--- config.mk ---
export PLATFORM = sky130hd
export DESIGN_NAME = bus_controller_flat
export DESIGN_NICKNAME = d
export VERILOG_FILES = /design/src/laser_pkg.sv /design/src/cpu_bus_if.sv /design/src/bus_controller.sv /design/src/flat_wrapper.sv
export SDC_FILE = /design/constraint.sdc
export NUM_CORES = 1
export LEC_CHECK = 0
export BUFFER_PORTS_ARGS = -buffer_cell sky130_fd_sc_hd__buf_2
export CELL_PAD_IN_SITES_DETAIL_PLACEMENT = 1
export CELL_PAD_IN_SITES_GLOBAL_PLACEMENT = 1
export CORE_AREA = 3 3 59 61
export DETAILED_ROUTE_END_ITERATION = 8
export DIE_AREA = 0 0 62 64
export PLACE_DENSITY_LB_ADDON = 0.15
export SLEW_MARGIN = 20
export SYNTH_ARGS = -nofsm -noshare
export SYNTH_HDL_FRONTEND = slang
export SYNTH_SLANG_ARGS = --single-unit
export TNS_END_PERCENT = 5
--- constraint.sdc ---
create_clock -name CLK50MHZ -period 1.37 [get_ports CLK50MHZ]
set_input_delay 0.137 -clock CLK50MHZ [delete_from_list [all_inputs] [get_ports CLK50MHZ]]
set_output_delay 0.137 -clock CLK50MHZ [all_outputs]
set_load 0.02 [all_outputs]
--- src/laser_pkg.sv ---
`default_nettype none

package laser_pkg;

	// Bus and memory widths
	typedef logic [15:0] addr_t;
	typedef logic [7:0]  data_t;
	typedef logic [13:0] ram_addr_t;
	typedef logic [10:0] vram_addr_t;
	typedef logic [5:0]  key_cols_t;
	typedef logic [7:0]  scancode_t;

	// Decoded bus target
	typedef enum logic [1:0]
	{
		REGION_NONE = 2'd0,
		REGION_IO   = 2'd1,
		REGION_VRAM = 2'd2,
		REGION_RAM  = 2'd3
	} region_t;

	typedef logic [3:0] phase_t;	// Numbered sequencer phases

	// CLK50MHZ cycles per CPU clock
	localparam int PHASES_NORMAL = 14;
	localparam int PHASES_TURBO  = 4;

	// Pages on A15-A11
	localparam logic [4:0] IO_PAGE   = 5'b01101;	// 6800-6FFF
	localparam logic [4:0] VRAM_PAGE = 5'b01110;	// 7000-77FF

	localparam addr_t RAM_BASE   = 16'h7800;
	localparam addr_t RAM_LAST   = 16'hB7FF;
	localparam int    RAM_WORDS  = 16384;
	localparam int    VRAM_WORDS = 2048;

	localparam data_t OPEN_BUS = 8'hFF;

	// Output latch bits at 6800
	localparam int IO_SPEAKER_A_BIT = 0;
	localparam int IO_SPEAKER_B_BIT = 5;
	localparam int IO_CASS_OUT_BIT  = 2;
	localparam int IO_AG_BIT        = 3;
	localparam int IO_CSS_BIT       = 4;

	localparam int KEY_ROWS = 8;	// Rows selected by A0-A7

endpackage

`default_nettype wire

--- src/cpu_bus_if.sv ---
`timescale 1ns/1ps
`default_nettype none

interface cpu_bus_if;
	import laser_pkg::*;

	// Z80 side, active high
	addr_t addr;
	data_t wdata;
	logic  mreq;
	logic  iorq;
	logic  rd;
	logic  wr;

	region_t region;	// Valid only while mreq
	logic    wr_stb;
	logic    latch_stb;

	// Read data back to the mux
	data_t     ram_q;
	data_t     vram_q;
	data_t     io_q;
	key_cols_t key_cols;

	modport ctrl (input addr, mreq, rd, ram_q, vram_q, io_q,
		output region, wr_stb, latch_stb);

	// Each memory drives only its own read port
	modport mem (input addr, wdata, mreq, iorq, wr, region, wr_stb,
		output ram_q, vram_q);

	modport io (input wdata, mreq, wr, region, latch_stb, key_cols,
		output io_q);

	modport kbd (input addr, output key_cols);

endinterface

`default_nettype wire

--- src/bus_controller.sv ---
`timescale 1ns/1ps
`default_nettype none

module bus_controller (
	input  logic             CLK50MHZ,
	input  logic             RESET_N,
	input  logic             turbo_i,
	cpu_bus_if.ctrl          bus,
	output logic             cpu_clk_o,
	output laser_pkg::data_t cpu_di_o
);
	import laser_pkg::*;

	phase_t phase;
	phase_t phase_last;
	logic   turbo_q;	// Speed of the running CPU clock period
	logic   strobe_phase;

	assign phase_last = turbo_q ? phase_t'(PHASES_TURBO - 1) : phase_t'(PHASES_NORMAL - 1);

	// CPU clock rises on the edge that leaves phase 0
	always_ff @(posedge CLK50MHZ or negedge RESET_N)
	begin
		if (!RESET_N)
		begin
			phase     <= '0;
			turbo_q   <= 1'b0;
			cpu_clk_o <= 1'b0;
		end
		else
		begin
			cpu_clk_o <= (phase == '0);
			if (phase == phase_last)
			begin
				phase   <= '0;
				turbo_q <= turbo_i;	// Speed change only at a period boundary
			end
			else
				phase <= phase + 1'b1;
		end
	end

	// Phase 1 is the cycle with cpu_clk_o high
	assign strobe_phase  = (phase == phase_t'(1));
	assign bus.wr_stb    = strobe_phase;
	assign bus.latch_stb = strobe_phase;

	// Address decode, nothing selected outside a memory request
	always_comb
	begin
		bus.region = REGION_NONE;
		if (bus.mreq)
		begin
			if (bus.addr[15:11] == IO_PAGE)
				bus.region = REGION_IO;
			else if (bus.addr[15:11] == VRAM_PAGE)
				bus.region = REGION_VRAM;
			else if (bus.addr >= RAM_BASE && bus.addr <= RAM_LAST)
				bus.region = REGION_RAM;	// 7800-7FFF folded into the 16K
		end
	end

	// Read mux toward the CPU data input
	always_comb
	begin
		if (!bus.rd)
			cpu_di_o = OPEN_BUS;
		else
		begin
			case (bus.region)
				REGION_IO:   cpu_di_o = bus.io_q;
				REGION_VRAM: cpu_di_o = bus.vram_q;
				REGION_RAM:  cpu_di_o = bus.ram_q;
				default:     cpu_di_o = OPEN_BUS;	// Undecoded, no floating bus
			endcase
		end
	end

	a_phase_range: assert property (@(posedge CLK50MHZ) disable iff (!RESET_N)
		phase <= phase_t'(PHASES_NORMAL - 1));

	// Memories and the I/O latch rely on this alignment
	a_wr_stb_in_clk: assert property (@(posedge CLK50MHZ) disable iff (!RESET_N)
		bus.wr_stb |-> cpu_clk_o);

endmodule

`default_nettype wire

--- src/flat_wrapper.sv ---
// flat-port wrapper written by rule: the top's interface ports become plain ports
module bus_controller_flat import laser_pkg::*;
  (CLK50MHZ, RESET_N, turbo_i, cpu_clk_o, cpu_di_o, bus_addr, bus_mreq, bus_rd, bus_ram_q, bus_vram_q, bus_io_q, bus_region, bus_wr_stb, bus_latch_stb);
  cpu_bus_if bus_i ();
  input  logic CLK50MHZ;
  input  logic RESET_N;
  input  logic turbo_i;
  output logic cpu_clk_o;
  output laser_pkg::data_t cpu_di_o;
  input wire logic [$bits(bus_i.addr)-1:0] bus_addr;
  input wire logic [$bits(bus_i.mreq)-1:0] bus_mreq;
  input wire logic [$bits(bus_i.rd)-1:0] bus_rd;
  input wire logic [$bits(bus_i.ram_q)-1:0] bus_ram_q;
  input wire logic [$bits(bus_i.vram_q)-1:0] bus_vram_q;
  input wire logic [$bits(bus_i.io_q)-1:0] bus_io_q;
  output wire logic [$bits(bus_i.region)-1:0] bus_region;
  output wire logic [$bits(bus_i.wr_stb)-1:0] bus_wr_stb;
  output wire logic [$bits(bus_i.latch_stb)-1:0] bus_latch_stb;
  assign bus_i.addr = bus_addr;
  assign bus_i.mreq = bus_mreq;
  assign bus_i.rd = bus_rd;
  assign bus_i.ram_q = bus_ram_q;
  assign bus_i.vram_q = bus_vram_q;
  assign bus_i.io_q = bus_io_q;
  assign bus_region = bus_i.region;
  assign bus_wr_stb = bus_i.wr_stb;
  assign bus_latch_stb = bus_i.latch_stb;
  bus_controller u_core (.CLK50MHZ(CLK50MHZ), .RESET_N(RESET_N), .turbo_i(turbo_i), .bus(bus_i), .cpu_clk_o(cpu_clk_o), .cpu_di_o(cpu_di_o));
endmodule
==> results.md <==
- Layout area overhead: 74.90%
- CTS max path bufs: 2
- Fillers: 370
- Cell Count, Final, Fillers Out: 172
- Layout cells sized above 1: 0.6016
- M3 GR Usage: 0.02828
- Synthesized area: 613.1 µm²
- Hold Path Origin: turbo_i
- Row count: 20
- # DRC: 0
- Reg2reg setup slack: 60 ps
- Synth top area share: 0.2449
- Outcome: complete, no violations
- GRT overflow: 0
- Crit path max-delay cell type: dfrtp_1
- Synth async-reset ratio: 1.000
- Lkg Pwr: 0.5100 nW
- Reg2reg end: u_core.turbo_q
- Hold path endpoint: u_core.turbo_q
- Setup TNS: 0 ps
- Total GRT Usage: 0.1134
- Final HPWL DP: 1762 µm
- FMAX: 739.2 MHz
- Worst clock skew: 5.374 ps
- I/O Buffers: 46
- ANT cells: 0
- Power per cell area: 1043 nW/µm²
- Clock net sink count: 6
- Syn Inst Count: 72
- Crit path time final: 1353 ps
- CTS buffer count: 3
- HP Class: input pin to flip-flop
- Chip width: 62 µm
- GR Util met1: 0.1420
- Critical path, cell by cell: clkinv_2 > buf_6 > ha_4 > and2_4 > buf_6
- Startpoint Class: flip-flop
- CTS root buffer: clkbuf_4
- RD Place Congestion: 0.7875
- Cell variety after synth: 30
- Hold WS: 233.5 ps
- H-tree depth: 1
- Crit share post-route: 0.9875
- Reg2reg path depth: 5
- Avg Inst Size Synth: 8.515 µm²
- Final hold vios: 0
- Clock transition at the registers of the reported paths: 50 ps
- Seq cells post-synth: 6
- Initial Util: 0.2025
- Critical path fanouts, max: 3
- Vias in the first global route: 814
- Sequential share of the synthesized area: 0.2449
- Relative slew slack: 0.8520
- Worst path max stage delay: 360 ps
- Placed cells: 164
- Worst Path Arrival: 1220 ps
- Worst Path Required: 1230 ps
- Initial antenna violation count: 0
- WL/cell: 12.68 µm
- Area of placed instances: 905.9 µm²
- FF/Latch Area: 150.1 µm²
- Design Area, Final: 1072 µm²
- DR iter-0 viols: 21
- Post-synth EDFFs: 0
- Worst setup EP type: primary output
- Cell taking the most area after synthesis: dfrtp_1
- GR peak layer: met2
- First-pass GRT wire length: 3505 µm
- WL final: 2181 µm
- Top cells by area, synth: dfrtp_1 (24%), a211o_1 (11%), a22oi_1 (9.8%)
- CTS tree: yes
- IO Count: 58
- Critical path class: flip-flop to primary output
- Total vias in the final route: 773
- Vias per cell: 4.494
- Slew @ Worst Pin: 222.0 ps
- M2 GR Usage: 0.1904
- Die H: 64 µm
- Skew-Pair Late Insertion Delay: 250 ps
- Worst R2R Start: u_core.phase[0]
- Largest net degree at the start of global routing: 9
- Synthesis Warnings: 0
- Net Count, Synth: 120
- First-pass detailed-route iteration total: 4
- WHS Path Cells: 3
- CP most frequent cell: buf_6
- Post-DRT Antenna Nets: 0
- Total design power: 1.119 mW
- Final setup viols: 0
- DIE AREA: 3968 µm²
- Core box area: 3028 µm²
- Worst VDD drop: 345.6 µV
- Nets@finish: 178
- RSZ-0062 raised after global routing: true
- Multi-input logic area: 484.2 µm²
- Max-cap check violation count: 0
- Fin. max-slew vios: 0
- Top FF cell, synth: dfrtp_1
-- per-stage QoR --
step / utilization / setup WS [ps]
4_1_cts: 0.3269 / 2.879
5_1_grt: 0.3541 / -48.52
2_1_floorplan: - / 94.04
3_5_place_dp: 0.2992 / -35.17
3_3_place_gp: 0.2992 / -21.46
6_report: 0.3541 / 17.11
-- metal layers --
| layer | wire length [µm] | vias to the layer above |
|---|---|---|
| met5 | 0 | - |
| li1 | - | 381 |
| met1 | 919 | 364 |
| met2 | 1132 | 26 |
| met3 | 114 | 2 |
| met4 | 15 | 0 |
-- cell usage in the layout, fill, tap and decap left out, types with 2 or more instances in the layout --
| master | netlist | routed |
|---|---|---|
| buf_2 | 0 | 39 |
| buf_4 | 1 | 10 |
| nor2_1 | 10 | 9 |
| a211o_1 | 8 | 8 |
| buf_6 | 2 | 6 |
| dfrtp_1 | 6 | 6 |
| a22oi_1 | 8 | 5 |
| and2_1 | 4 | 3 |
| a22oi_2 | 0 | 3 |
| clkbuf_4 | 0 | 3 |
| o21ai_0 | 2 | 2 |
| nand3_2 | 0 | 2 |
| nand3_1 | 4 | 2 |
| a21boi_0 | 2 | 2 |
| and2b_4 | 0 | 2 |
| nand2_1 | 2 | 2 |
| ha_1 | 3 | 2 |
-- synth_stat cells, types with 2 or more instances --
| library cell | count |
|---|---|
| a211o_1 | 8 |
| a21boi_0 | 2 |
| a22oi_1 | 8 |
| and2_1 | 4 |
| and2b_1 | 2 |
| buf_6 | 2 |
| dfrtp_1 | 6 |
| ha_1 | 3 |
| nand2_1 | 2 |
| nand3_1 | 4 |
| nor2_1 | 10 |
| nor2b_1 | 2 |
| o21ai_0 | 2 |
-- kinds of logic (layout without fill, tap and decap cells) --
kind of cell / after synthesis / after routing / share of synthesized area
buf+inv: 6 / 62 / 0.06733
flops: 6 / 6 / 0.2449
xor+xnor: 1 / 1 / 0.01429
simple gates: 30 / 30 / 0.2796
compound gates: 26 / 26 / 0.3327
fa+ha+maj: 3 / 3 / 0.06123
-- worst max path at each step --
stage	slack, ps	from	endpoint
floorplan	90	u_core.phase[1]	u_core.turbo_q
global placement	-20	bus_addr[12]	cpu_di_o[5]
detailed placement	-40	bus_addr[12]	cpu_di_o[5]
CTS	3	u_core.phase[1]	bus_latch_stb
global route	-50	u_core.phase[1]	bus_latch_stb
finish	20	u_core.phase[1]	bus_latch_stb
-- critical path, delay by kind of cell, from the launching register on --
| family | cells | cell delay [ps] |
|---|---|---|
| flip-flops | 1 | 360 |
| adder cells (fa/ha/maj) | 1 | 140 |
| AND/OR/NAND/NOR | 1 | 140 |
| buffers and inverters | 3 | 340 |
-- where the power goes --
group          switching [mW]  internal, mW
Clock                  0.0637        0.0991
Sequential             0.0694         0.236
Combinational           0.295         0.355
Total                   0.428         0.691
-- area by class of cell --
cell class | count | area share
Timing Repair Buffer | 56 | 0.3244
Clock buffer | 3 | 0.02100
Tap cell | 44 | 0.05134
Sequential cell | 6 | 0.1400
Multi-Input combinational cell | 60 | 0.4516
Inverter | 3 | 0.01167
-- state kept, by name, indices dropped and copies added (netlist names) --
name              flops
u_core.turbo_q        1
u_core.cpu_clk_o      1
u_core.phase          4
-- what timing repair did --
item	4_1_cts	5_1_grt
setup endpoints to repair	7	11
hold buffers	1	0
gates resized for setup	12	19
pin swaps	0	6
endpoints found under the hold margin	6	0
setup buffers	2	2
cloned	0	0
Power figures use the tool's default switching activity.
