### src/laser_pkg.sv
`default_nettype none

package laser_pkg;

	// Bus and memory widths
	typedef logic [15:0] addr_t;
	typedef logic [7:0]  data_t;
	typedef logic [13:0] ram_addr_t;
	typedef logic [10:0] vram_addr_t;
	typedef logic [5:0]  key_cols_t;
	typedef logic [7:0]  scancode_t;

	// Decoded bus target
	typedef enum logic [1:0]
	{
		REGION_NONE = 2'd0,
		REGION_IO   = 2'd1,
		REGION_VRAM = 2'd2,
		REGION_RAM  = 2'd3
	} region_t;

	typedef logic [3:0] phase_t;	// Numbered sequencer phases

	// CLK50MHZ cycles per CPU clock
	localparam int PHASES_NORMAL = 14;
	localparam int PHASES_TURBO  = 4;

	// Pages on A15-A11
	localparam logic [4:0] IO_PAGE   = 5'b01101;	// 6800-6FFF
	localparam logic [4:0] VRAM_PAGE = 5'b01110;	// 7000-77FF

	localparam addr_t RAM_BASE   = 16'h7800;
	localparam addr_t RAM_LAST   = 16'hB7FF;
	localparam int    RAM_WORDS  = 16384;
	localparam int    VRAM_WORDS = 2048;

	localparam data_t OPEN_BUS = 8'hFF;

	// Output latch bits at 6800
	localparam int IO_SPEAKER_A_BIT = 0;
	localparam int IO_SPEAKER_B_BIT = 5;
	localparam int IO_CASS_OUT_BIT  = 2;
	localparam int IO_AG_BIT        = 3;
	localparam int IO_CSS_BIT       = 4;

	localparam int KEY_ROWS = 8;	// Rows selected by A0-A7

endpackage

`default_nettype wire

### src/cpu_bus_if.sv
`timescale 1ns/1ps
`default_nettype none

interface cpu_bus_if;
	import laser_pkg::*;

	// Z80 side, active high
	addr_t addr;
	data_t wdata;
	logic  mreq;
	logic  iorq;
	logic  rd;
	logic  wr;

	region_t region;	// Valid only while mreq
	logic    wr_stb;
	logic    latch_stb;

	// Read data back to the mux
	data_t     ram_q;
	data_t     vram_q;
	data_t     io_q;
	key_cols_t key_cols;

	modport ctrl (input addr, mreq, rd, ram_q, vram_q, io_q,
		output region, wr_stb, latch_stb);

	// Each memory drives only its own read port
	modport mem (input addr, wdata, mreq, iorq, wr, region, wr_stb,
		output ram_q, vram_q);

	modport io (input wdata, mreq, wr, region, latch_stb, key_cols,
		output io_q);

	modport kbd (input addr, output key_cols);

endinterface

`default_nettype wire

### src/io_port.sv
`timescale 1ns/1ps
`default_nettype none

module io_port (
	input  logic       CLK50MHZ,
	input  logic       RESET_N,
	cpu_bus_if.io      bus,
	input  logic       cass_in_i,
	output logic [1:0] speaker_o,
	output logic       cass_out_o,
	output logic       vdg_ag_o,
	output logic       vdg_css_o
);
	import laser_pkg::*;

	logic latch_we;

	// Any address in the 6800 page hits the latch
	assign latch_we = bus.latch_stb && (bus.region == REGION_IO) && bus.mreq && bus.wr;

	// Output latch, only the bits with a function are kept
	always_ff @(posedge CLK50MHZ or negedge RESET_N)
	begin
		if (!RESET_N)
		begin
			speaker_o  <= 2'b00;
			cass_out_o <= 1'b0;
			vdg_ag_o   <= 1'b0;
			vdg_css_o  <= 1'b0;
		end
		else if (latch_we)
		begin
			// Speaker pair, A on bit 1 and B on bit 0
			speaker_o  <= {bus.wdata[IO_SPEAKER_A_BIT], bus.wdata[IO_SPEAKER_B_BIT]};
			cass_out_o <= bus.wdata[IO_CASS_OUT_BIT];
			vdg_ag_o   <= bus.wdata[IO_AG_BIT];	// Graphics mode
			vdg_css_o  <= bus.wdata[IO_CSS_BIT];	// Colour set
		end
	end

	// Keyboard and cassette byte, sampled on every CPU clock pulse
	always_ff @(posedge CLK50MHZ)
	begin
		if (bus.latch_stb)
			bus.io_q <= {1'b1, ~cass_in_i, bus.key_cols};
	end

endmodule

`default_nettype wire

### src/flat_wrapper.sv
// flat-port wrapper written by rule: the top's interface ports become plain ports
module io_port_flat import laser_pkg::*;
  (CLK50MHZ, RESET_N, cass_in_i, speaker_o, cass_out_o, vdg_ag_o, vdg_css_o, bus_wdata, bus_mreq, bus_wr, bus_region, bus_latch_stb, bus_key_cols, bus_io_q);
  cpu_bus_if bus_i ();
  input  logic CLK50MHZ;
  input  logic RESET_N;
  input  logic cass_in_i;
  output logic [1:0] speaker_o;
  output logic cass_out_o;
  output logic vdg_ag_o;
  output logic vdg_css_o;
  input wire logic [$bits(bus_i.wdata)-1:0] bus_wdata;
  input wire logic [$bits(bus_i.mreq)-1:0] bus_mreq;
  input wire logic [$bits(bus_i.wr)-1:0] bus_wr;
  input wire logic [$bits(bus_i.region)-1:0] bus_region;
  input wire logic [$bits(bus_i.latch_stb)-1:0] bus_latch_stb;
  input wire logic [$bits(bus_i.key_cols)-1:0] bus_key_cols;
  output wire logic [$bits(bus_i.io_q)-1:0] bus_io_q;
  assign bus_i.wdata = bus_wdata;
  assign bus_i.mreq = bus_mreq;
  assign bus_i.wr = bus_wr;
  assign bus_i.region = bus_region;
  assign bus_i.latch_stb = bus_latch_stb;
  assign bus_i.key_cols = bus_key_cols;
  assign bus_io_q = bus_i.io_q;
  io_port u_core (.CLK50MHZ(CLK50MHZ), .RESET_N(RESET_N), .bus(bus_i), .cass_in_i(cass_in_i), .speaker_o(speaker_o), .cass_out_o(cass_out_o), .vdg_ag_o(vdg_ag_o), .vdg_css_o(vdg_css_o));
endmodule
### config.mk
export PLATFORM = sky130hd
export DESIGN_NAME = io_port_flat
export DESIGN_NICKNAME = d
export VERILOG_FILES = /design/src/laser_pkg.sv /design/src/cpu_bus_if.sv /design/src/io_port.sv /design/src/flat_wrapper.sv
export SDC_FILE = /design/constraint.sdc
export NUM_CORES = 1
export LEC_CHECK = 0
export BUFFER_PORTS_ARGS = -buffer_cell sky130_fd_sc_hd__buf_2
export CORE_AREA = 3 3 40 42
export CTS_BUF_LIST = sky130_fd_sc_hd__clkbuf_8
export DETAILED_ROUTE_END_ITERATION = 8
export DIE_AREA = 0 0 43 45
export GPL_TIMING_DRIVEN = 0
export HOLD_SLACK_MARGIN = 0.12
export PLACE_DENSITY = 0.77
export SYNTH_ARGS = -nofsm -noshare
export SYNTH_HDL_FRONTEND = slang
export SYNTH_SLANG_ARGS = --single-unit
### constraint.sdc
create_clock -name CLK50MHZ -period 0.8 [get_ports CLK50MHZ]
set_clock_uncertainty 0.05 [all_clocks]
set_input_delay 0 -clock CLK50MHZ [delete_from_list [all_inputs] [get_ports CLK50MHZ]]
set_output_delay 0 -clock CLK50MHZ [all_outputs]
set_load 0.1 [all_outputs]
==> impl_results.md, run 1 <==
* Ant diodes at 0
* First-pass GRT wire length at 1890 um
* Largest net degree at the start of global routing at 9
* Routability Congestion at 0.682
* Post-DP HPWL at 863 um
* Post-synthesis compound-gate area fraction at 0%
* Reg area at 354 um^2
* Setup CP Type: register to primary output
* Max rail drop VDD at 0.982 mV
* CTS buffer count at 3
* Top delay family on crit path: flip-flops
* CP max FO at 2
* Standard-cell row count at 13
* #FFs+latches synth at 12
* Die Y at 45 um
* RSZ-0062 raised after global routing: true
* Cell variety after synth at 9
* CP arrival at 0.90 ns
* # hold bufs at CTS at 8
* Total Nets Final at 88
* DP Cell Count at 68
* Worst path slowest cell: dfrtp_4
* Core area at 1280 um^2
* Mapped Area at 449 um^2
* Worst Path Buf+Inv at 1
* Area share of xor/xnor cells in the synthesized design at 0%
* Clock Path Buffers at 2
* Leading cell type in the layout, fill and taps excluded: buf_2
* Final Hold Slack at -0.0489 ns
* DR DRC count at 0
* Final setup violating endpoints at 17
* Final worst-path cycle share at 119%
* Die footprint at 1940 um^2
* LEAKAGE at 0.412 nW
* Failing checks: hold timing, setup timing
* PwrDens at 2930 nW/um^2
* R2R setup slack at -0.13 ns
* Vias in the first global route at 379
* Mux share of post-synthesis cell area at 16.7%
* Largest family of logic cells by synthesized area: multiplexers
* Final ANT Viol Nets at 0
* Share of cells above drive strength 1 at 69.2%
* Clk Latency, worst-skew pair at 0.23 ns
* # H-tree levels at 1
* Die width at 43 um
* Status: finished with violations
* Initial antenna violation count at 0
* Max Clk Rate at 1050 MHz
* Seq/Total Area, Yosys at 74.7%
* Yosys warns at 0
* Buffers added on ports at 30
* Clock-pin transition on the worst setup and hold timing paths at 0.05 ns
* Crit-path cells: buf_12
* Via/cell ratio at 4.19
* Final setup TNS at -1.85 ns
* Setup WS post-layout at -0.153 ns
* Avg WL per Cell at 15.2 um
* Root Driver: clkbuf_8
* Non-filler cells, final at 80
* Via total after detailed routing at 335
* Clock sinks at 12
* Fin. Hold Viols at 5
* Simple-gate portion of the synthesized area at 2.79%
* Routed wire length at 1220 um
* Area growth from synthesis to layout at 96.9%
* Final slew viol count at 0
* # fillers at 79
* GRT Resource Usage Total at 14.4%
* HP Class: primary input to register
* TritonCTS clock tree: yes
* GRT overflow at 0
* Post-route minimum period at 0.953 ns
* Initial core utilization at 35.0%
* Final Total Pwr at 0.00259 W
* Worst EP required at 0.75 ns
* Synth Instances at 23
* Net Count, Synth at 45
* Crit-path max cell delay at 0.49 ns
* Initial DRT Pass Iterations at 4
* Final core occ at 68.8%
* IO Pins at 35
* Commonest non-fill, non-tap cells in the layout: buf_2 (18), dlygate4sd3_1 (8), buf_6 (7), edfxtp_1 (7)
* Syn avg cell area at 19.5 um^2
* Max_cap viols at 0
* CP Launch Type: register
* Crit end category: primary output
* DR iter-0 viols at 6
* Post-synthesis adder-cell area fraction at 0%
* Area of the multi-input gates at 91.3 um^2
## layer usage
metal,routed length [um],track usage (%)
met5,0,0
met4,27,10.8
met1,473,18.3
met3,17,1.20
met2,698,23.1
## cells in the mapped netlist
library cell  instances  area [um^2]
edfxtp_1              7          210
dfrtp_1               5          125
mux2_4                5         75.1
buf_4                 1         7.51
buf_6                 1         11.3
conb_1                1         3.75
inv_1                 1         3.75
nand4_1               1         6.26
or2_1                 1         6.26
## per-stage QoR
step                worst slack, ns  area (um^2)
detailed placement           -0.326          637
finish                       -0.153          885
global placement             -0.308          637
floorplan                    -0.268          468
global route                 -0.174          885
CTS                          -0.158          881
## path summary, 6_finish.rpt
check	start	endpoint	cells after the start
min	bus_wdata[3]	u_core.vdg_ag_o	2
min reg2reg	u_core.vdg_ag_o	u_core.vdg_ag_o	1
max in group asynchronous	RESET_N	u_core.vdg_css_o	2
max	u_core.speaker_o[1]	speaker_o[1]	1
min in group asynchronous	RESET_N	u_core.cass_out_o	2
max reg2reg	u_core.speaker_o[1]	u_core.speaker_o[1]	1
## sequential cells by signal, indices dropped and copies added, names as in the netlist
signal             count
u_core.bus.io_q        7
u_core.vdg_ag_o        1
u_core.vdg_css_o       1
u_core.cass_out_o      1
u_core.speaker_o       2
## report_power, final
part	internal, W	total, W	switching (W)
Combinational	0.000419	0.00118	0.000762
Clock	0.000336	0.000534	0.000198
Sequential	0.000790	0.000878	0.0000886
## timing repair
action                                 4_1_cts  5_1_grt
endpoints found under the hold margin       24       17
buffers inserted                             0        0
gates cloned                                 0        0
setup endpoints to repair                   17       17
resized for setup                           34        1
## kinds of logic after synthesis
kind of cell,Yosys count
multiplexers,5
flip-flops,12
AND/OR/NAND/NOR,2
other,1
buffers and inverters,3
## area by class of cell
class,count,area share [%]
Sequential cell,12,40.0
Timing Repair Buffer,38,39.9
Multi-Input combinational cell,8,10.3
Clock buffer,3,4.67
Buffer,2,2.12
Tap cell,15,2.12
Clock inverter,1,0.424
Inverter,1,0.424
(Power assumes the default switching activity.)
==> run 2, diff against run 1 <==
CORE_AREA = not set   (was 3 3 40 42)
CORE_MARGIN = 3   (was not set)
CORE_UTILIZATION = 32   (was not set)
CTS_BUF_LIST = not set   (was sky130_fd_sc_hd__clkbuf_8)
DIE_AREA = not set   (was 0 0 43 45)
PLACE_DENSITY = 0.74   (was 0.77)
==> run 2 against run 1 <==
Effect of this change: the flow still finishes with violations (hold timing, setup timing); first-iteration DRC count grew 50%; register-to-register slack gained 0.02 ns; non-clock buffer count grew 1; count of clock-buffer cells in the layout grew 1; critical endpoint is now speaker_o[0]; critical path type unchanged; die area shrank 2.4%; via count shrank 1.2%; global-route usage shrank 0.51 points; largest power group unchanged.
==> impl_results.md, run 2 (same netlist as run 1, synthesis figures left out) <==
* Via total after detailed routing at 331 (was 335)
* Crit-path max cell delay at 0.49 ns (about the same)
* Crit end category: primary output (unchanged)
* HP Class: primary input to register (unchanged)
* Leading cell type in the layout, fill and taps excluded: buf_2 (unchanged)
* Post-DP HPWL at 751 um (was 863 um)
* Clock-pin transition on the worst setup and hold timing paths at 0.07 ns (was 0.05 ns)
* Failing checks: hold timing, setup timing (unchanged)
* # fillers at 77 (was 79)
* Worst EP required at 0.75 ns (about the same)
* Final Total Pwr at 0.00242 W (was 0.00259 W)
* Pre-CTS WS at -0.314 ns (was -0.326 ns)
* Ant diodes at 0 (unchanged)
* Initial DRT Pass Iterations at 4 (unchanged)
* Setup WS post-layout at -0.179 ns (was -0.153 ns)
* Max Clk Rate at 1020 MHz (was 1050 MHz)
* Die footprint at 1890 um^2 (was 1940 um^2)
* Clk Latency, worst-skew pair at 0.26 ns (was 0.23 ns)
* IO Pins at 35 (unchanged)
* CP max FO at 2 (unchanged)
* Setup CP Type: register to primary output (unchanged)
* Avg WL per Cell at 13.8 um (was 15.2 um)
* DR iter-0 viols at 9 (was 6)
* CP arrival at 0.93 ns (was 0.90 ns)
* Area growth from synthesis to layout at 93.9% (was 96.9%)
* Top Registers: u_core.bus.io_q: 7 flops, u_core.speaker_o: 2 flops (unchanged)
* CP Launch Type: register (unchanged)
* Initial core utilization at 37.4% (was 35.0%)
* Final instance area at 871 um^2 (was 885 um^2)
* Final worst-path cycle share at 122% (was 119%)
* Max_cap viols at 0 (unchanged)
* Vias in the first global route at 384 (was 379)
* Worst path slowest cell: dfrtp_4 (unchanged)
* Post-route minimum period at 0.979 ns (was 0.953 ns)
* # hold bufs at CTS at 9 (was 8)
* Crit-path cells: buf_12 (unchanged)
* Post-DP Area at 636 um^2 (was 637 um^2)
* Final setup TNS at -2.14 ns (was -1.85 ns)
* Initial antenna violation count at 0 (unchanged)
* Final Hold Slack at -0.0822 ns (was -0.0489 ns)
* Die width at 43.5 um (was 43 um)
* Worst Path Buf+Inv at 1 (unchanged)
* Commonest non-fill, non-tap cells in the layout: buf_2 (18), dlygate4sd3_1 (9), buf_6 (8) (was buf_2 (18), dlygate4sd3_1 (8), buf_6 (7), edfxtp_1 (7))
* Buffers added on ports at 30 (unchanged)
* GRT overflow at 0 (unchanged)
* RSZ-0062 raised after global routing: true (unchanged)
* Routed wire length at 1110 um (was 1220 um)
* GRT Resource Usage Total at 13.9% (was 14.4%)
* # H-tree levels at 1 (unchanged)
* Final setup violating endpoints at 17 (unchanged)
* Final ANT Viol Nets at 0 (unchanged)
* Clock sinks at 12 (unchanged)
* DR DRC count at 0 (unchanged)
* Status: finished with violations (unchanged)
* Final slew viol count at 0 (unchanged)
* TritonCTS clock tree: yes (unchanged)
* CTS buffer count at 3 (unchanged)
* Standard-cell row count at 12 (was 13)
* Final core occ at 72.5% (was 68.8%)
* Clock Path Buffers at 2 (unchanged)
* Root Driver: clkbuf_4 (was clkbuf_8)
* First-pass GRT wire length at 1860 um (was 1890 um)
* Routability Congestion at 0.699 (was 0.682)
* Top delay family on crit path: flip-flops (unchanged)
* Top reg by flops: u_core.bus.io_q (unchanged)
* Max rail drop VDD at 1.87 mV (was 0.982 mV)
* Max reg flops at 7 (unchanged)
* Share of cells above drive strength 1 at 68.2% (was 69.2%)
* Core area at 1200 um^2 (was 1280 um^2)
* Via/cell ratio at 4.14 (was 4.19)
* LEAKAGE at 0.403 nW (was 0.412 nW)
* Largest net degree at the start of global routing at 9 (unchanged)
* Fin. Hold Viols at 4 (was 5)
* Total Nets Final at 89 (was 88)
* PwrDens at 2780 nW/um^2 (was 2930 nW/um^2)
* Die Y at 43.5 um (was 45 um)
## run 2: report_power, final
part / total [W] / switching [W] / internal, W
Clock: 0.000374 / 0.000181 / 0.000192
Sequential: 0.000868 / 0.0000809 / 0.000787
Combinational: 0.00118 / 0.000756 / 0.000420
Total: 0.00242 / 0.00102 / 0.00140
## run 2: cell type report
cell class                 instances  area, um^2  share of cell area [%]
timing repair buffer              39         359                    41.2
sequential                        12         354                    40.7
multi-input combinational          8        91.3                    10.5
clock buffer                       4        26.3                    3.02
buffer                             2        18.8                    2.16
tap                               14        17.5                    2.01
inverter                           1        3.75                   0.431
## run 2: metal layers
metal	routed length [um]	part of all wire [%]	GRT usage, %
met2	618	56	23.0
met4	9	0.81	7.23
met3	35	3.2	2.49
met1	442	40	17.1
met5	0	0	0
## run 2: path summary, 6_finish.rpt
| path | depth (start not counted) | startpoint | end | slack [ns] |
|---|---|---|---|---|
| setup / recovery | 1 | u_core.speaker_o[0] | speaker_o[0] | -0.18 |
| hold / removal | 2 | bus_wdata[4] | u_core.vdg_css_o | -0.08 |
| setup reg to reg | 1 | u_core.speaker_o[1] | u_core.speaker_o[1] | -0.11 |
| hold reg to reg | 1 | u_core.vdg_css_o | u_core.vdg_css_o | 0.55 |
| max in group asynchronous | 2 | RESET_N | u_core.vdg_css_o | 0.50 |
| min in group asynchronous | 2 | RESET_N | u_core.vdg_ag_o | 0.05 |
## run 2: what timing repair did
action	in CTS	in global routing
setup buffers	0	0
resized for setup	33	1
endpoints found under the hold margin	24	16
setup endpoints to repair	17	17
## run 2: metrics by stage
| stage | hold WS, ns | instances |
|---|---|---|
| 2_1_floorplan | -0.346 | 23 |
| 5_1_grt | -0.0836 | 80 |
| 3_3_place_gp | -0.231 | 67 |
| 6_report | -0.0822 | 80 |
| 3_5_place_dp | -0.229 | 67 |
| 4_1_cts | -0.0864 | 80 |
