`config.mk`:
```
export PLATFORM = sky130hd
export DESIGN_NAME = keyboard_matrix_flat
export DESIGN_NICKNAME = d
export VERILOG_FILES = /design/src/laser_pkg.sv /design/src/cpu_bus_if.sv /design/src/keyboard_matrix.sv /design/src/flat_wrapper.sv
export SDC_FILE = /design/constraint.sdc
export NUM_CORES = 1
export LEC_CHECK = 0
export ABC_AREA = 1
export ABC_CLOCK_PERIOD_IN_PS = 2300
export BUFFER_PORTS_ARGS = -buffer_cell sky130_fd_sc_hd__buf_2
export CAP_MARGIN = 20
export CORE_MARGIN = 3
export CORE_UTILIZATION = 30
export CTS_CLUSTER_DIAMETER = 200
export DETAILED_ROUTE_END_ITERATION = 6
export GPL_TIMING_DRIVEN = 0
export PLACE_DENSITY_LB_ADDON = 0.1
export SLEW_MARGIN = 20
export SYNTH_ARGS = -nofsm -noshare
export SYNTH_HDL_FRONTEND = slang
export SYNTH_SLANG_ARGS = --single-unit
```
`constraint.sdc`:
```
create_clock -name CLK50MHZ -period 2.3 [get_ports CLK50MHZ]
set_clock_uncertainty 0.15 [all_clocks]
set_input_delay 0.115 -clock CLK50MHZ [delete_from_list [all_inputs] [get_ports CLK50MHZ]]
set_output_delay 0.115 -clock CLK50MHZ [all_outputs]
set_load 0.02 [all_outputs]
```
`src/laser_pkg.sv`:
```
`default_nettype none

package laser_pkg;

	// Bus and memory widths
	typedef logic [15:0] addr_t;
	typedef logic [7:0]  data_t;
	typedef logic [13:0] ram_addr_t;
	typedef logic [10:0] vram_addr_t;
	typedef logic [5:0]  key_cols_t;
	typedef logic [7:0]  scancode_t;

	// Decoded bus target
	typedef enum logic [1:0]
	{
		REGION_NONE = 2'd0,
		REGION_IO   = 2'd1,
		REGION_VRAM = 2'd2,
		REGION_RAM  = 2'd3
	} region_t;

	typedef logic [3:0] phase_t;	// Numbered sequencer phases

	// CLK50MHZ cycles per CPU clock
	localparam int PHASES_NORMAL = 14;
	localparam int PHASES_TURBO  = 4;

	// Pages on A15-A11
	localparam logic [4:0] IO_PAGE   = 5'b01101;	// 6800-6FFF
	localparam logic [4:0] VRAM_PAGE = 5'b01110;	// 7000-77FF

	localparam addr_t RAM_BASE   = 16'h7800;
	localparam addr_t RAM_LAST   = 16'hB7FF;
	localparam int    RAM_WORDS  = 16384;
	localparam int    VRAM_WORDS = 2048;

	localparam data_t OPEN_BUS = 8'hFF;

	// Output latch bits at 6800
	localparam int IO_SPEAKER_A_BIT = 0;
	localparam int IO_SPEAKER_B_BIT = 5;
	localparam int IO_CASS_OUT_BIT  = 2;
	localparam int IO_AG_BIT        = 3;
	localparam int IO_CSS_BIT       = 4;

	localparam int KEY_ROWS = 8;	// Rows selected by A0-A7

endpackage

`default_nettype wire

```
`src/cpu_bus_if.sv`:
```
`timescale 1ns/1ps
`default_nettype none

interface cpu_bus_if;
	import laser_pkg::*;

	// Z80 side, active high
	addr_t addr;
	data_t wdata;
	logic  mreq;
	logic  iorq;
	logic  rd;
	logic  wr;

	region_t region;	// Valid only while mreq
	logic    wr_stb;
	logic    latch_stb;

	// Read data back to the mux
	data_t     ram_q;
	data_t     vram_q;
	data_t     io_q;
	key_cols_t key_cols;

	modport ctrl (input addr, mreq, rd, ram_q, vram_q, io_q,
		output region, wr_stb, latch_stb);

	// Each memory drives only its own read port
	modport mem (input addr, wdata, mreq, iorq, wr, region, wr_stb,
		output ram_q, vram_q);

	modport io (input wdata, mreq, wr, region, latch_stb, key_cols,
		output io_q);

	modport kbd (input addr, output key_cols);

endinterface

`default_nettype wire

```
`src/keyboard_matrix.sv`:
```
`timescale 1ns/1ps
`default_nettype none

module keyboard_matrix (
	input  logic                 CLK50MHZ,
	input  logic                 RESET_N,
	input  logic                 key_strobe_i,
	input  logic                 key_pressed_i,
	input  laser_pkg::scancode_t key_code_i,
	cpu_bus_if.kbd               bus
);
	import laser_pkg::*;

	// Returns {valid, row, column}
	function automatic logic [6:0] key_map(input scancode_t code);
		case (code)
			// Row 0, A0 low
			8'h2C: key_map = {1'b1, 3'd0, 3'd0};	// T
			8'h1D: key_map = {1'b1, 3'd0, 3'd1};	// W
			8'h24: key_map = {1'b1, 3'd0, 3'd3};	// E
			8'h15: key_map = {1'b1, 3'd0, 3'd4};	// Q
			8'h2D: key_map = {1'b1, 3'd0, 3'd5};	// R
			// Row 1
			8'h34: key_map = {1'b1, 3'd1, 3'd0};	// G
			8'h1B: key_map = {1'b1, 3'd1, 3'd1};	// S
			8'h14: key_map = {1'b1, 3'd1, 3'd2};	// Ctrl
			8'h23: key_map = {1'b1, 3'd1, 3'd3};	// D
			8'h1C: key_map = {1'b1, 3'd1, 3'd4};	// A
			8'h2B: key_map = {1'b1, 3'd1, 3'd5};	// F
			// Row 2
			8'h32: key_map = {1'b1, 3'd2, 3'd0};	// B
			8'h22: key_map = {1'b1, 3'd2, 3'd1};	// X
			8'h12: key_map = {1'b1, 3'd2, 3'd2};	// Left shift
			8'h21: key_map = {1'b1, 3'd2, 3'd3};	// C
			8'h1A: key_map = {1'b1, 3'd2, 3'd4};	// Z
			8'h2A: key_map = {1'b1, 3'd2, 3'd5};	// V
			// Row 3, column 2 has no key
			8'h2E: key_map = {1'b1, 3'd3, 3'd0};	// 5
			8'h1E: key_map = {1'b1, 3'd3, 3'd1};	// 2
			8'h26: key_map = {1'b1, 3'd3, 3'd3};	// 3
			8'h16: key_map = {1'b1, 3'd3, 3'd4};	// 1
			8'h25: key_map = {1'b1, 3'd3, 3'd5};	// 4
			// Row 4
			8'h31: key_map = {1'b1, 3'd4, 3'd0};	// N
			8'h49: key_map = {1'b1, 3'd4, 3'd1};	// .
			8'h41: key_map = {1'b1, 3'd4, 3'd3};	// ,
			8'h29: key_map = {1'b1, 3'd4, 3'd4};	// Space
			8'h3A: key_map = {1'b1, 3'd4, 3'd5};	// M
			// Row 5
			8'h36: key_map = {1'b1, 3'd5, 3'd0};	// 6
			8'h46: key_map = {1'b1, 3'd5, 3'd1};	// 9
			8'h4E: key_map = {1'b1, 3'd5, 3'd2};	// -
			8'h3E: key_map = {1'b1, 3'd5, 3'd3};	// 8
			8'h45: key_map = {1'b1, 3'd5, 3'd4};	// 0
			8'h3D: key_map = {1'b1, 3'd5, 3'd5};	// 7
			// Row 6
			8'h35: key_map = {1'b1, 3'd6, 3'd0};	// Y
			8'h44: key_map = {1'b1, 3'd6, 3'd1};	// O
			8'h5A: key_map = {1'b1, 3'd6, 3'd2};	// Return
			8'h43: key_map = {1'b1, 3'd6, 3'd3};	// I
			8'h4D: key_map = {1'b1, 3'd6, 3'd4};	// P
			8'h3C: key_map = {1'b1, 3'd6, 3'd5};	// U
			// Row 7
			8'h33: key_map = {1'b1, 3'd7, 3'd0};	// H
			8'h4B: key_map = {1'b1, 3'd7, 3'd1};	// L
			8'h52: key_map = {1'b1, 3'd7, 3'd2};	// Quote key gives colon
			8'h42: key_map = {1'b1, 3'd7, 3'd3};	// K
			8'h4C: key_map = {1'b1, 3'd7, 3'd4};	// ;
			8'h3B: key_map = {1'b1, 3'd7, 3'd5};	// J
			default: key_map = '0;
		endcase
	endfunction

	logic [6:0] hit;
	key_cols_t  key_down [KEY_ROWS];	// 1 while held

	assign hit = key_map(key_code_i);

	always_ff @(posedge CLK50MHZ or negedge RESET_N)
	begin
		if (!RESET_N)
		begin
			for (int r = 0; r < KEY_ROWS; r++)
				key_down[r] <= '0;
		end
		else if (key_strobe_i && hit[6])
			key_down[hit[5:3]][hit[2:0]] <= key_pressed_i;
	end

	// Row scan, a pressed key in any selected row pulls its column low
	always_comb
	begin
		bus.key_cols = '1;
		for (int r = 0; r < KEY_ROWS; r++)
		begin
			if (!bus.addr[r])
				bus.key_cols = bus.key_cols & ~key_down[r];
		end
	end

endmodule

`default_nettype wire

```
`src/flat_wrapper.sv`:
```
// flat-port wrapper written by rule: the top's interface ports become plain ports
module keyboard_matrix_flat import laser_pkg::*;
  (CLK50MHZ, RESET_N, key_strobe_i, key_pressed_i, key_code_i, bus_addr, bus_key_cols);
  cpu_bus_if bus_i ();
  input  logic CLK50MHZ;
  input  logic RESET_N;
  input  logic key_strobe_i;
  input  logic key_pressed_i;
  input  laser_pkg::scancode_t key_code_i;
  input wire logic [$bits(bus_i.addr)-1:0] bus_addr;
  output wire logic [$bits(bus_i.key_cols)-1:0] bus_key_cols;
  assign bus_i.addr = bus_addr;
  assign bus_key_cols = bus_i.key_cols;
  keyboard_matrix u_core (.CLK50MHZ(CLK50MHZ), .RESET_N(RESET_N), .key_strobe_i(key_strobe_i), .key_pressed_i(key_pressed_i), .key_code_i(key_code_i), .bus(bus_i));
endmodule
```
==> results of run 1 <==
[worst max path at each step]
| stage | end | cells past startpoint |
|---|---|---|
| after CTS | u_core.key_down[0] | 14 |
| final | u_core.key_down[47] | 15 |
| after global routing | u_core.key_down[0] | 14 |
| after floorplan | bus_key_cols[1] | 3 |
| after global placement | u_core.key_down[0] | 14 |
| after detailed placement | u_core.key_down[0] | 14 |
[cell type report]
type,instances,area [um2]
buffer,29,239
clock buffer,6,139
clock inverter,1,8.76
fill,1389,7900
inverter,47,181
multi-input combinational,411,2200
sequential,48,1200
tap,168,210
timing repair buffer,25,135
[synth_stat cells, drive strengths merged]
master,count
a21oi,13
a221oi,3
ha,9
nand4,36
o21ai,11
buf,24
nor2,40
and2,1
a31oi,1
or2,1
inv,47
nand3,83
dfrtp,48
o22ai,1
o2111ai,1
nor3,1
a2111oi,4
clkbuf,5
nand2,203
o221ai,3
[per-stage QoR]
step	setup slack, ns	hold WS [ns]	instances	setup TNS, ns
finish	0.204	0.144	735	0
global route	-0.0192	0.180	735	-0.0428
CTS	0.173	0.143	734	0
detailed placement	-0.136	0.0424	726	-4.59
global placement	-0.151	0.266	726	-5.03
floorplan	0.275	-0.331	535	0
[worst reg2reg max path, cell delays in order (launching register included)]
cell and delay, ns:
dfrtp_1 0.40, nand2_1 0.07, nand2_1 0.06
[timing repair]
item / CTS / global route
buffers inserted: 0 / 1
endpoints found under the setup margin: 0 / 40
hold buffers: 1 / 0
gates resized for setup: 0 / 2
hold endpoints to repair: 48 / 0
[logic make-up (layout without fill, tap and decap cells)]
kind of cell / count (synthesis) / count (layout)
AOI/OAI and AO/OA: 37 / 37
and+or+nand+nor: 365 / 365
adders and majority gates: 9 / 9
buffers and inverters: 76 / 108
DFF: 48 / 48
[routing by layer]
layer | share of wire [%] | global-route usage, %
met1 | 49 | 26.8
met2 | 46 | 27.2
met3 | 4.9 | 2.01
met4 | 0.87 | 3.40
met5 | 0 | 0
[power by group through the flow]
| stage | Sequential, W | Combinational (W) | Clock (W) |
|---|---|---|---|
| after global placement | 0.000937 | 0.000589 | 0 |
| after global routing | 0.000927 | 0.000662 | 0.000805 |
| after floorplan | 0.000928 | 0.000402 | 0 |
| final | 0.000922 | 0.000589 | 0.000750 |
| after detailed placement | 0.000938 | 0.000588 | 0 |
| after CTS | 0.000922 | 0.000591 | 0.000777 |
==> summary.md, run 1 <==
| Metric | Value |
|---|---|
| Status | finished, final reports clean |
| CTS Buf Count | 5 |
| Share of layout cells above drive strength 1 | 20.5% |
| Synth top area cells | dfrtp_1 (31%), nand2_1 (18%), nand3_1 (10%) |
| Syn Nets | 572 |
| Worst EP arrival | 2.13 ns |
| Pre-Repair DR Iteration Count | 5 |
| H-tree levels | 2 |
| Clock power frac | 33.2% |
| Synth top area share | 31.5% |
| Placed cell areas | 4140 um2 |
| Multiplexer area fraction after synthesis | 0% |
| Largest net degree at the start of global routing | 49 |
| Largest register FFs | 48 |
| Clk slew on worst S/H paths | 0.07 ns |
| CP delay by family, top | simple AND/OR/NAND/NOR gates |
| Mapped Cells | 535 |
| Setup CP Type | in -> reg |
| Worst path cell trace | buf_2 -> inv_1 -> ha_1 -> nand2_2 -> inv_1 -> a21oi_1 -> o21ai_1 -> nand2_1 -> nand2_1 -> nand2_4 -> nor2_4 -> buf_4 -> nand2_1 -> nand2_1 -> nand2_1 |
| FF-to-FF Start | u_core.key_down[24] |
| Peak VDD IR | 0.279 mV |
| Top-Level Pins | 34 |
| Clk buf depth | 2 |
| First-pass GRT wire length | 19900 um |
| Ys Warns | 0 |
| Fin util | 35.3% |
| CTS tree | done |
| Routability Congestion | 0.900 |
| Crit path max fanout | 10 |
| Sw power | 0.000756 W |
| Syn Area/Cell | 7.13 um2 |
| Pins over their slew limit | 0 |
| RSZ-0062 raised after global routing | yes |
| Final antenna diode count | 0 |
| Yosys top cell by area | dfrtp_1 |
| Logic pwr share | 26.1% |
| Seq pwr share | 40.8% |
| Initial Util | 31.2% |
| Die height | 119 um |
| Post-Synth XOR/XNOR Area | 0% |
| Clk Latency, worst-skew pair | 0.29 ns |
| Largest regs | u_core.key_down x48 |
| DPL Wire Length | 9330 um |
| Worst hold endpoint | u_core.key_down[30] |
| Fmax | 477 MHz |
| CTS root buffer | clkbuf_16 |
| IO buf count | 23 |
| Vias per cell | 4.97 |
| Post-Synth Adder-Cell Area | 2.95% |
| Final Hold Vio Count | 0 |
| Most flops, register | u_core.key_down |
| # setup viols final | 0 |
| Reg-to-Reg End | u_core.key_down[24] |
| Die area | 14100 um2 |
| CTS sink cnt | 48 |
| Crit. Startpoint | key_code_i[0] |
| DRC viols | 0 |
| Post-synthesis sequential area ratio | 31.5% |
| Worst hold start | key_pressed_i |
| Rel. slew slack | 50.5% |
| Core Area | 12200 um2 |
| CP Launch Type | input port |
| Worst hold path type | in -> reg |
| Worst path required time | 2.33 ns |
| Row count | 40 |
| All-Layer GR Usage | 17.7% |
| Design Area, Final | 4320 um2 |
| Max incr delay on CP | 0.35 ns |
| Leakage | 2.08 nW |
| Die width | 119 um |
| Slew @ Worst Pin | 0.723 ns |
| Most common cell after layout, fill and taps aside | nand2_1 |
| Nature of the critical path endpoint | register |
| CP Buf/Inv Count | 4 |
| Total wire length | 12200 um |
| Min Tclk post-route | 2.10 ns |
| R2R depth | 2 |
| Max Cap Violations | 0 |
| Net Sw Frac | 33.5% |
| Simple-Gate Fraction of Synth Area | 47.7% |
| Fin crit share | 91.1% |
| Internal power | 0.00150 W |
| Post-Syn Area | 3810 um2 |
| Seq cells post-synth | 48 |
| Dominant combinational cell family by area after synthesis | simple AND/OR/NAND/NOR gates |
| Via count of the routed design | 3653 |
| WL/cell | 16.7 um |
| Grt total ovfl | 0 |
| Area grow syn2layout | 13.1% |
| Synth Area in Compound Gates | 6.89% |
| Post-synthesis cell type count | 35 |
| CP max stage cell | ha_1 |
| Vias in the first global route | 3508 |
| Initial antenna violation count | 0 |
| PwrDens | 524 nW/um2 |
| Nets | 604 |
| Design Power | 0.00226 W |
| DR iter-0 viols | 334 |
| Reg2reg setup slack | 1.51 ns |
| Crit-path most repeated cell | nand2_1 |
| Final ANT Viol Nets | 0 |
| Hold path cells | 3 |
| Most frequent cells in the layout | nand2_1 (187), nand3_1 (78), dfrtp_1 (48), inv_1 (37), nand4_1 (36) |
No activity file was read; power rests on OpenSTA's default activity.
==> run 2, diff against run 1 <==
Settings changed: CORE_ASPECT_RATIO set to 1.1.
==> summary.md, run 2 (synthesis gave the netlist of run 1 again) <==
| Metric | Value |
|---|---|
| Share of layout cells above drive strength 1 | 20.8% (+0.38 points) |
| WL/cell | 17.2 um (+3.3%) |
| DPL Wire Length | 9150 um (-1.9%) |
| PwrDens | 527 nW/um2 (+0.60%) |
| Die height | 124 um (+4.6%) |
| Reg area | 1200 um2 (unchanged) |
| Setup CP Type | in -> reg |
| Final antenna diode count | 0 (unchanged) |
| Routability Congestion | 0.892 (-0.93%) |
| Slew @ Worst Pin | 0.722 ns (-0.00118 ns) |
| Net Sw Frac | 33.9% (+0.44 points) |
| Core Area | 12200 um2 (+0.27%) |
| CTS root buffer | clkbuf_16 |
| Clk Latency, worst-skew pair | 0.29 ns (about the same) |
| FILL cells | 1359 (-2.2%) |
| Top-Level Pins | 34 (unchanged) |
| Most common cell after layout, fill and taps aside | nand2_1 |
| Dpl ws | -0.140 ns (-0.00422 ns) |
| DR iter-0 viols | 289 (-13%) |
| Initial antenna violation count | 0 (unchanged) |
| Reg-to-Reg End | u_core.key_down[47] |
| Row count | 42 (+5.0%) |
| Worst hold start | key_pressed_i |
| R2R depth | 2 (unchanged) |
| Min Tclk post-route | 2.06 ns (-0.0334 ns) |
| Reg2reg setup slack | 1.49 ns (-0.02 ns) |
| Final ANT Viol Nets | 0 (unchanged) |
| Initial Util | 31.2% (-0.083 points) |
| Peak VDD IR | 0.271 mV (-3.1%) |
| Vias per cell | 5.07 (+2.0%) |
| Clk slew on worst S/H paths | 0.07 ns (about the same) |
| Most frequent cells in the layout | nand2_1 (187), nand3_1 (78), dfrtp_1 (48), inv_1 (37), nand4_1 (36) |
| Vias in the first global route | 3436 (-2.1%) |
| Worst EP arrival | 2.09 ns (-0.04 ns) |
| Pre-Repair DR Iteration Count | 5 (unchanged) |
| Area grow syn2layout | 13.4% |
| Area of the multi-input gates | 2200 um2 (-0.11%) |
| Internal power | 0.00151 W (+0.17%) |
| FF-to-FF Start | u_core.key_down[47] |
| Worst hold endpoint | u_core.key_down[23] |
| CTS sink cnt | 48 (unchanged) |
| Crit. Startpoint | key_code_i[0] |
| Leakage | 2.10 nW (+1.1%) |
| Clk buf depth | 2 (unchanged) |
| Die width | 114 um (-4.4%) |
| CTS Buf Count | 5 (unchanged) |
| Sw power | 0.000773 W (+2.2%) |
| Worst hold path type | in -> reg |
| H-tree levels | 2 (unchanged) |
| Fmax | 485 MHz (+1.6%) |
| Clock power frac | 33.4% (+0.2 points) |
| Die area | 14100 um2 (about the same) |
| Largest register FFs | 48 (unchanged) |
| First-pass GRT wire length | 19900 um (about the same) |
| IO buf count | 23 (unchanged) |
| Nets | 608 (+0.66%) |
| Most flops, register | u_core.key_down |
| Largest net degree at the start of global routing | 49 (unchanged) |
| Pins over their slew limit | 0 (unchanged) |
| # setup viols final | 0 (unchanged) |
| Hold path cells | 3 (unchanged) |
| RSZ-0062 raised after global routing | no |
| Largest regs | u_core.key_down x48 |
| Via count of the routed design | 3674 (+0.57%) |
| Worst path required time | 2.33 ns (about the same) |
| Seq pwr share | 40.6% (-0.2 points) |
| CP Launch Type | input port |
| CTS tree | done |
| All-Layer GR Usage | 17.9% (+0.20 points) |
| Grt total ovfl | 0 (unchanged) |
| Nature of the critical path endpoint | register |
| Max Cap Violations | 0 (unchanged) |
| Total wire length | 12500 um (+1.9%) |
| Status | finished, final reports clean |
| Crit path max fanout | 10 (unchanged) |
| Worst hold margin | 0.184 ns (+0.0399 ns) |
| DRC viols | 0 (unchanged) |
| Rel. slew slack | 50.6% (+0.081 points) |
| Final Hold Vio Count | 0 (unchanged) |
| Fin crit share | 89.7% (-1.5 points) |
| Setup WS post-layout | 0.238 ns (+0.0334 ns) |
| Logic pwr share | 26.1% (about the same) |
[run 2: cell types whose count changed in the layout (fill, tap and decap cells not counted)]
cell   before  now
ha_2        1    0
ha_1        8    9
buf_4      12   16
[run 2: metrics by stage]
stage | util, % | TNS, ns | power [W] | area, um2 | cells
CTS | 35.0 | 0 | 0.00229 | 4280 | 720
detailed placement | 33.7 | -2.10 | 0.00153 | 4130 | 712
floorplan | - | 0 | 0.00133 | 3810 | 535
global route | 35.3 | 0 | 0.00240 | 4330 | 725
global placement | 33.7 | -1.58 | 0.00153 | 4120 | 712
finish | 35.3 | 0 | 0.00228 | 4330 | 725
[run 2: power by group through the flow]
stage / clock network [W] / logic, W / registers, W
final: 0.000761 / 0.000594 / 0.000925
after global routing: 0.000810 / 0.000661 / 0.000927
after CTS: 0.000777 / 0.000591 / 0.000923
after detailed placement: 0 / 0.000588 / 0.000939
after global placement: 0 / 0.000587 / 0.000940
after floorplan: 0 / 0.000402 / 0.000928
[run 2: critical path, cell delays in order]
cell and delay [ns]:
buf_2 0.14, inv_1 0.20, ha_1 0.30, nand2_2 0.11
inv_1 0.08, nand2_1 0.07, nand3_1 0.07, nand2_1 0.08
nand2_1 0.09, nand2_2 0.14, nand2_2 0.09, nor2_2 0.24
buf_6 0.19, nand3_1 0.08, nand2_1 0.06, nand2_1 0.04
[run 2: area by class of cell]
cell class | count | area share [%]
Inverter | 47 | 4.19
Clock buffer | 6 | 3.21
Timing Repair Buffer | 29 | 3.82
Buffer | 29 | 5.53
Clock inverter | 1 | 0.202
Sequential cell | 48 | 27.8
Multi-Input combinational cell | 411 | 50.8
Tap cell | 154 | 4.45
[run 2: routing by layer]
layer / wire [um] / global-route usage, % / vias to the layer above
li1: - / - / 1843
met5: 0 / 0 / -
met4: 114 / 2.83 / 0
met1: 5850 / 25.9 / 1736
met3: 495 / 1.94 / 7
met2: 6020 / 29.2 / 88
[run 2: worst max-delay path by stage]
stage	endpoint	slack, ns	depth (start not counted)
after CTS	u_core.key_down[47]	0.16	15
after detailed placement	u_core.key_down[47]	-0.14	15
after floorplan	bus_key_cols[1]	0.28	3
after global placement	u_core.key_down[47]	-0.15	15
final	u_core.key_down[12]	0.24	16
after global routing	u_core.key_down[43]	0.03	15
[run 2: timing repair]
action / in CTS / in global routing
setup endpoints to repair: 0 / 11
endpoints found under the hold margin: 48 / 0
hold buffers: 1 / 0
setup buffers: 0 / 5
resized for setup: 0 / 1
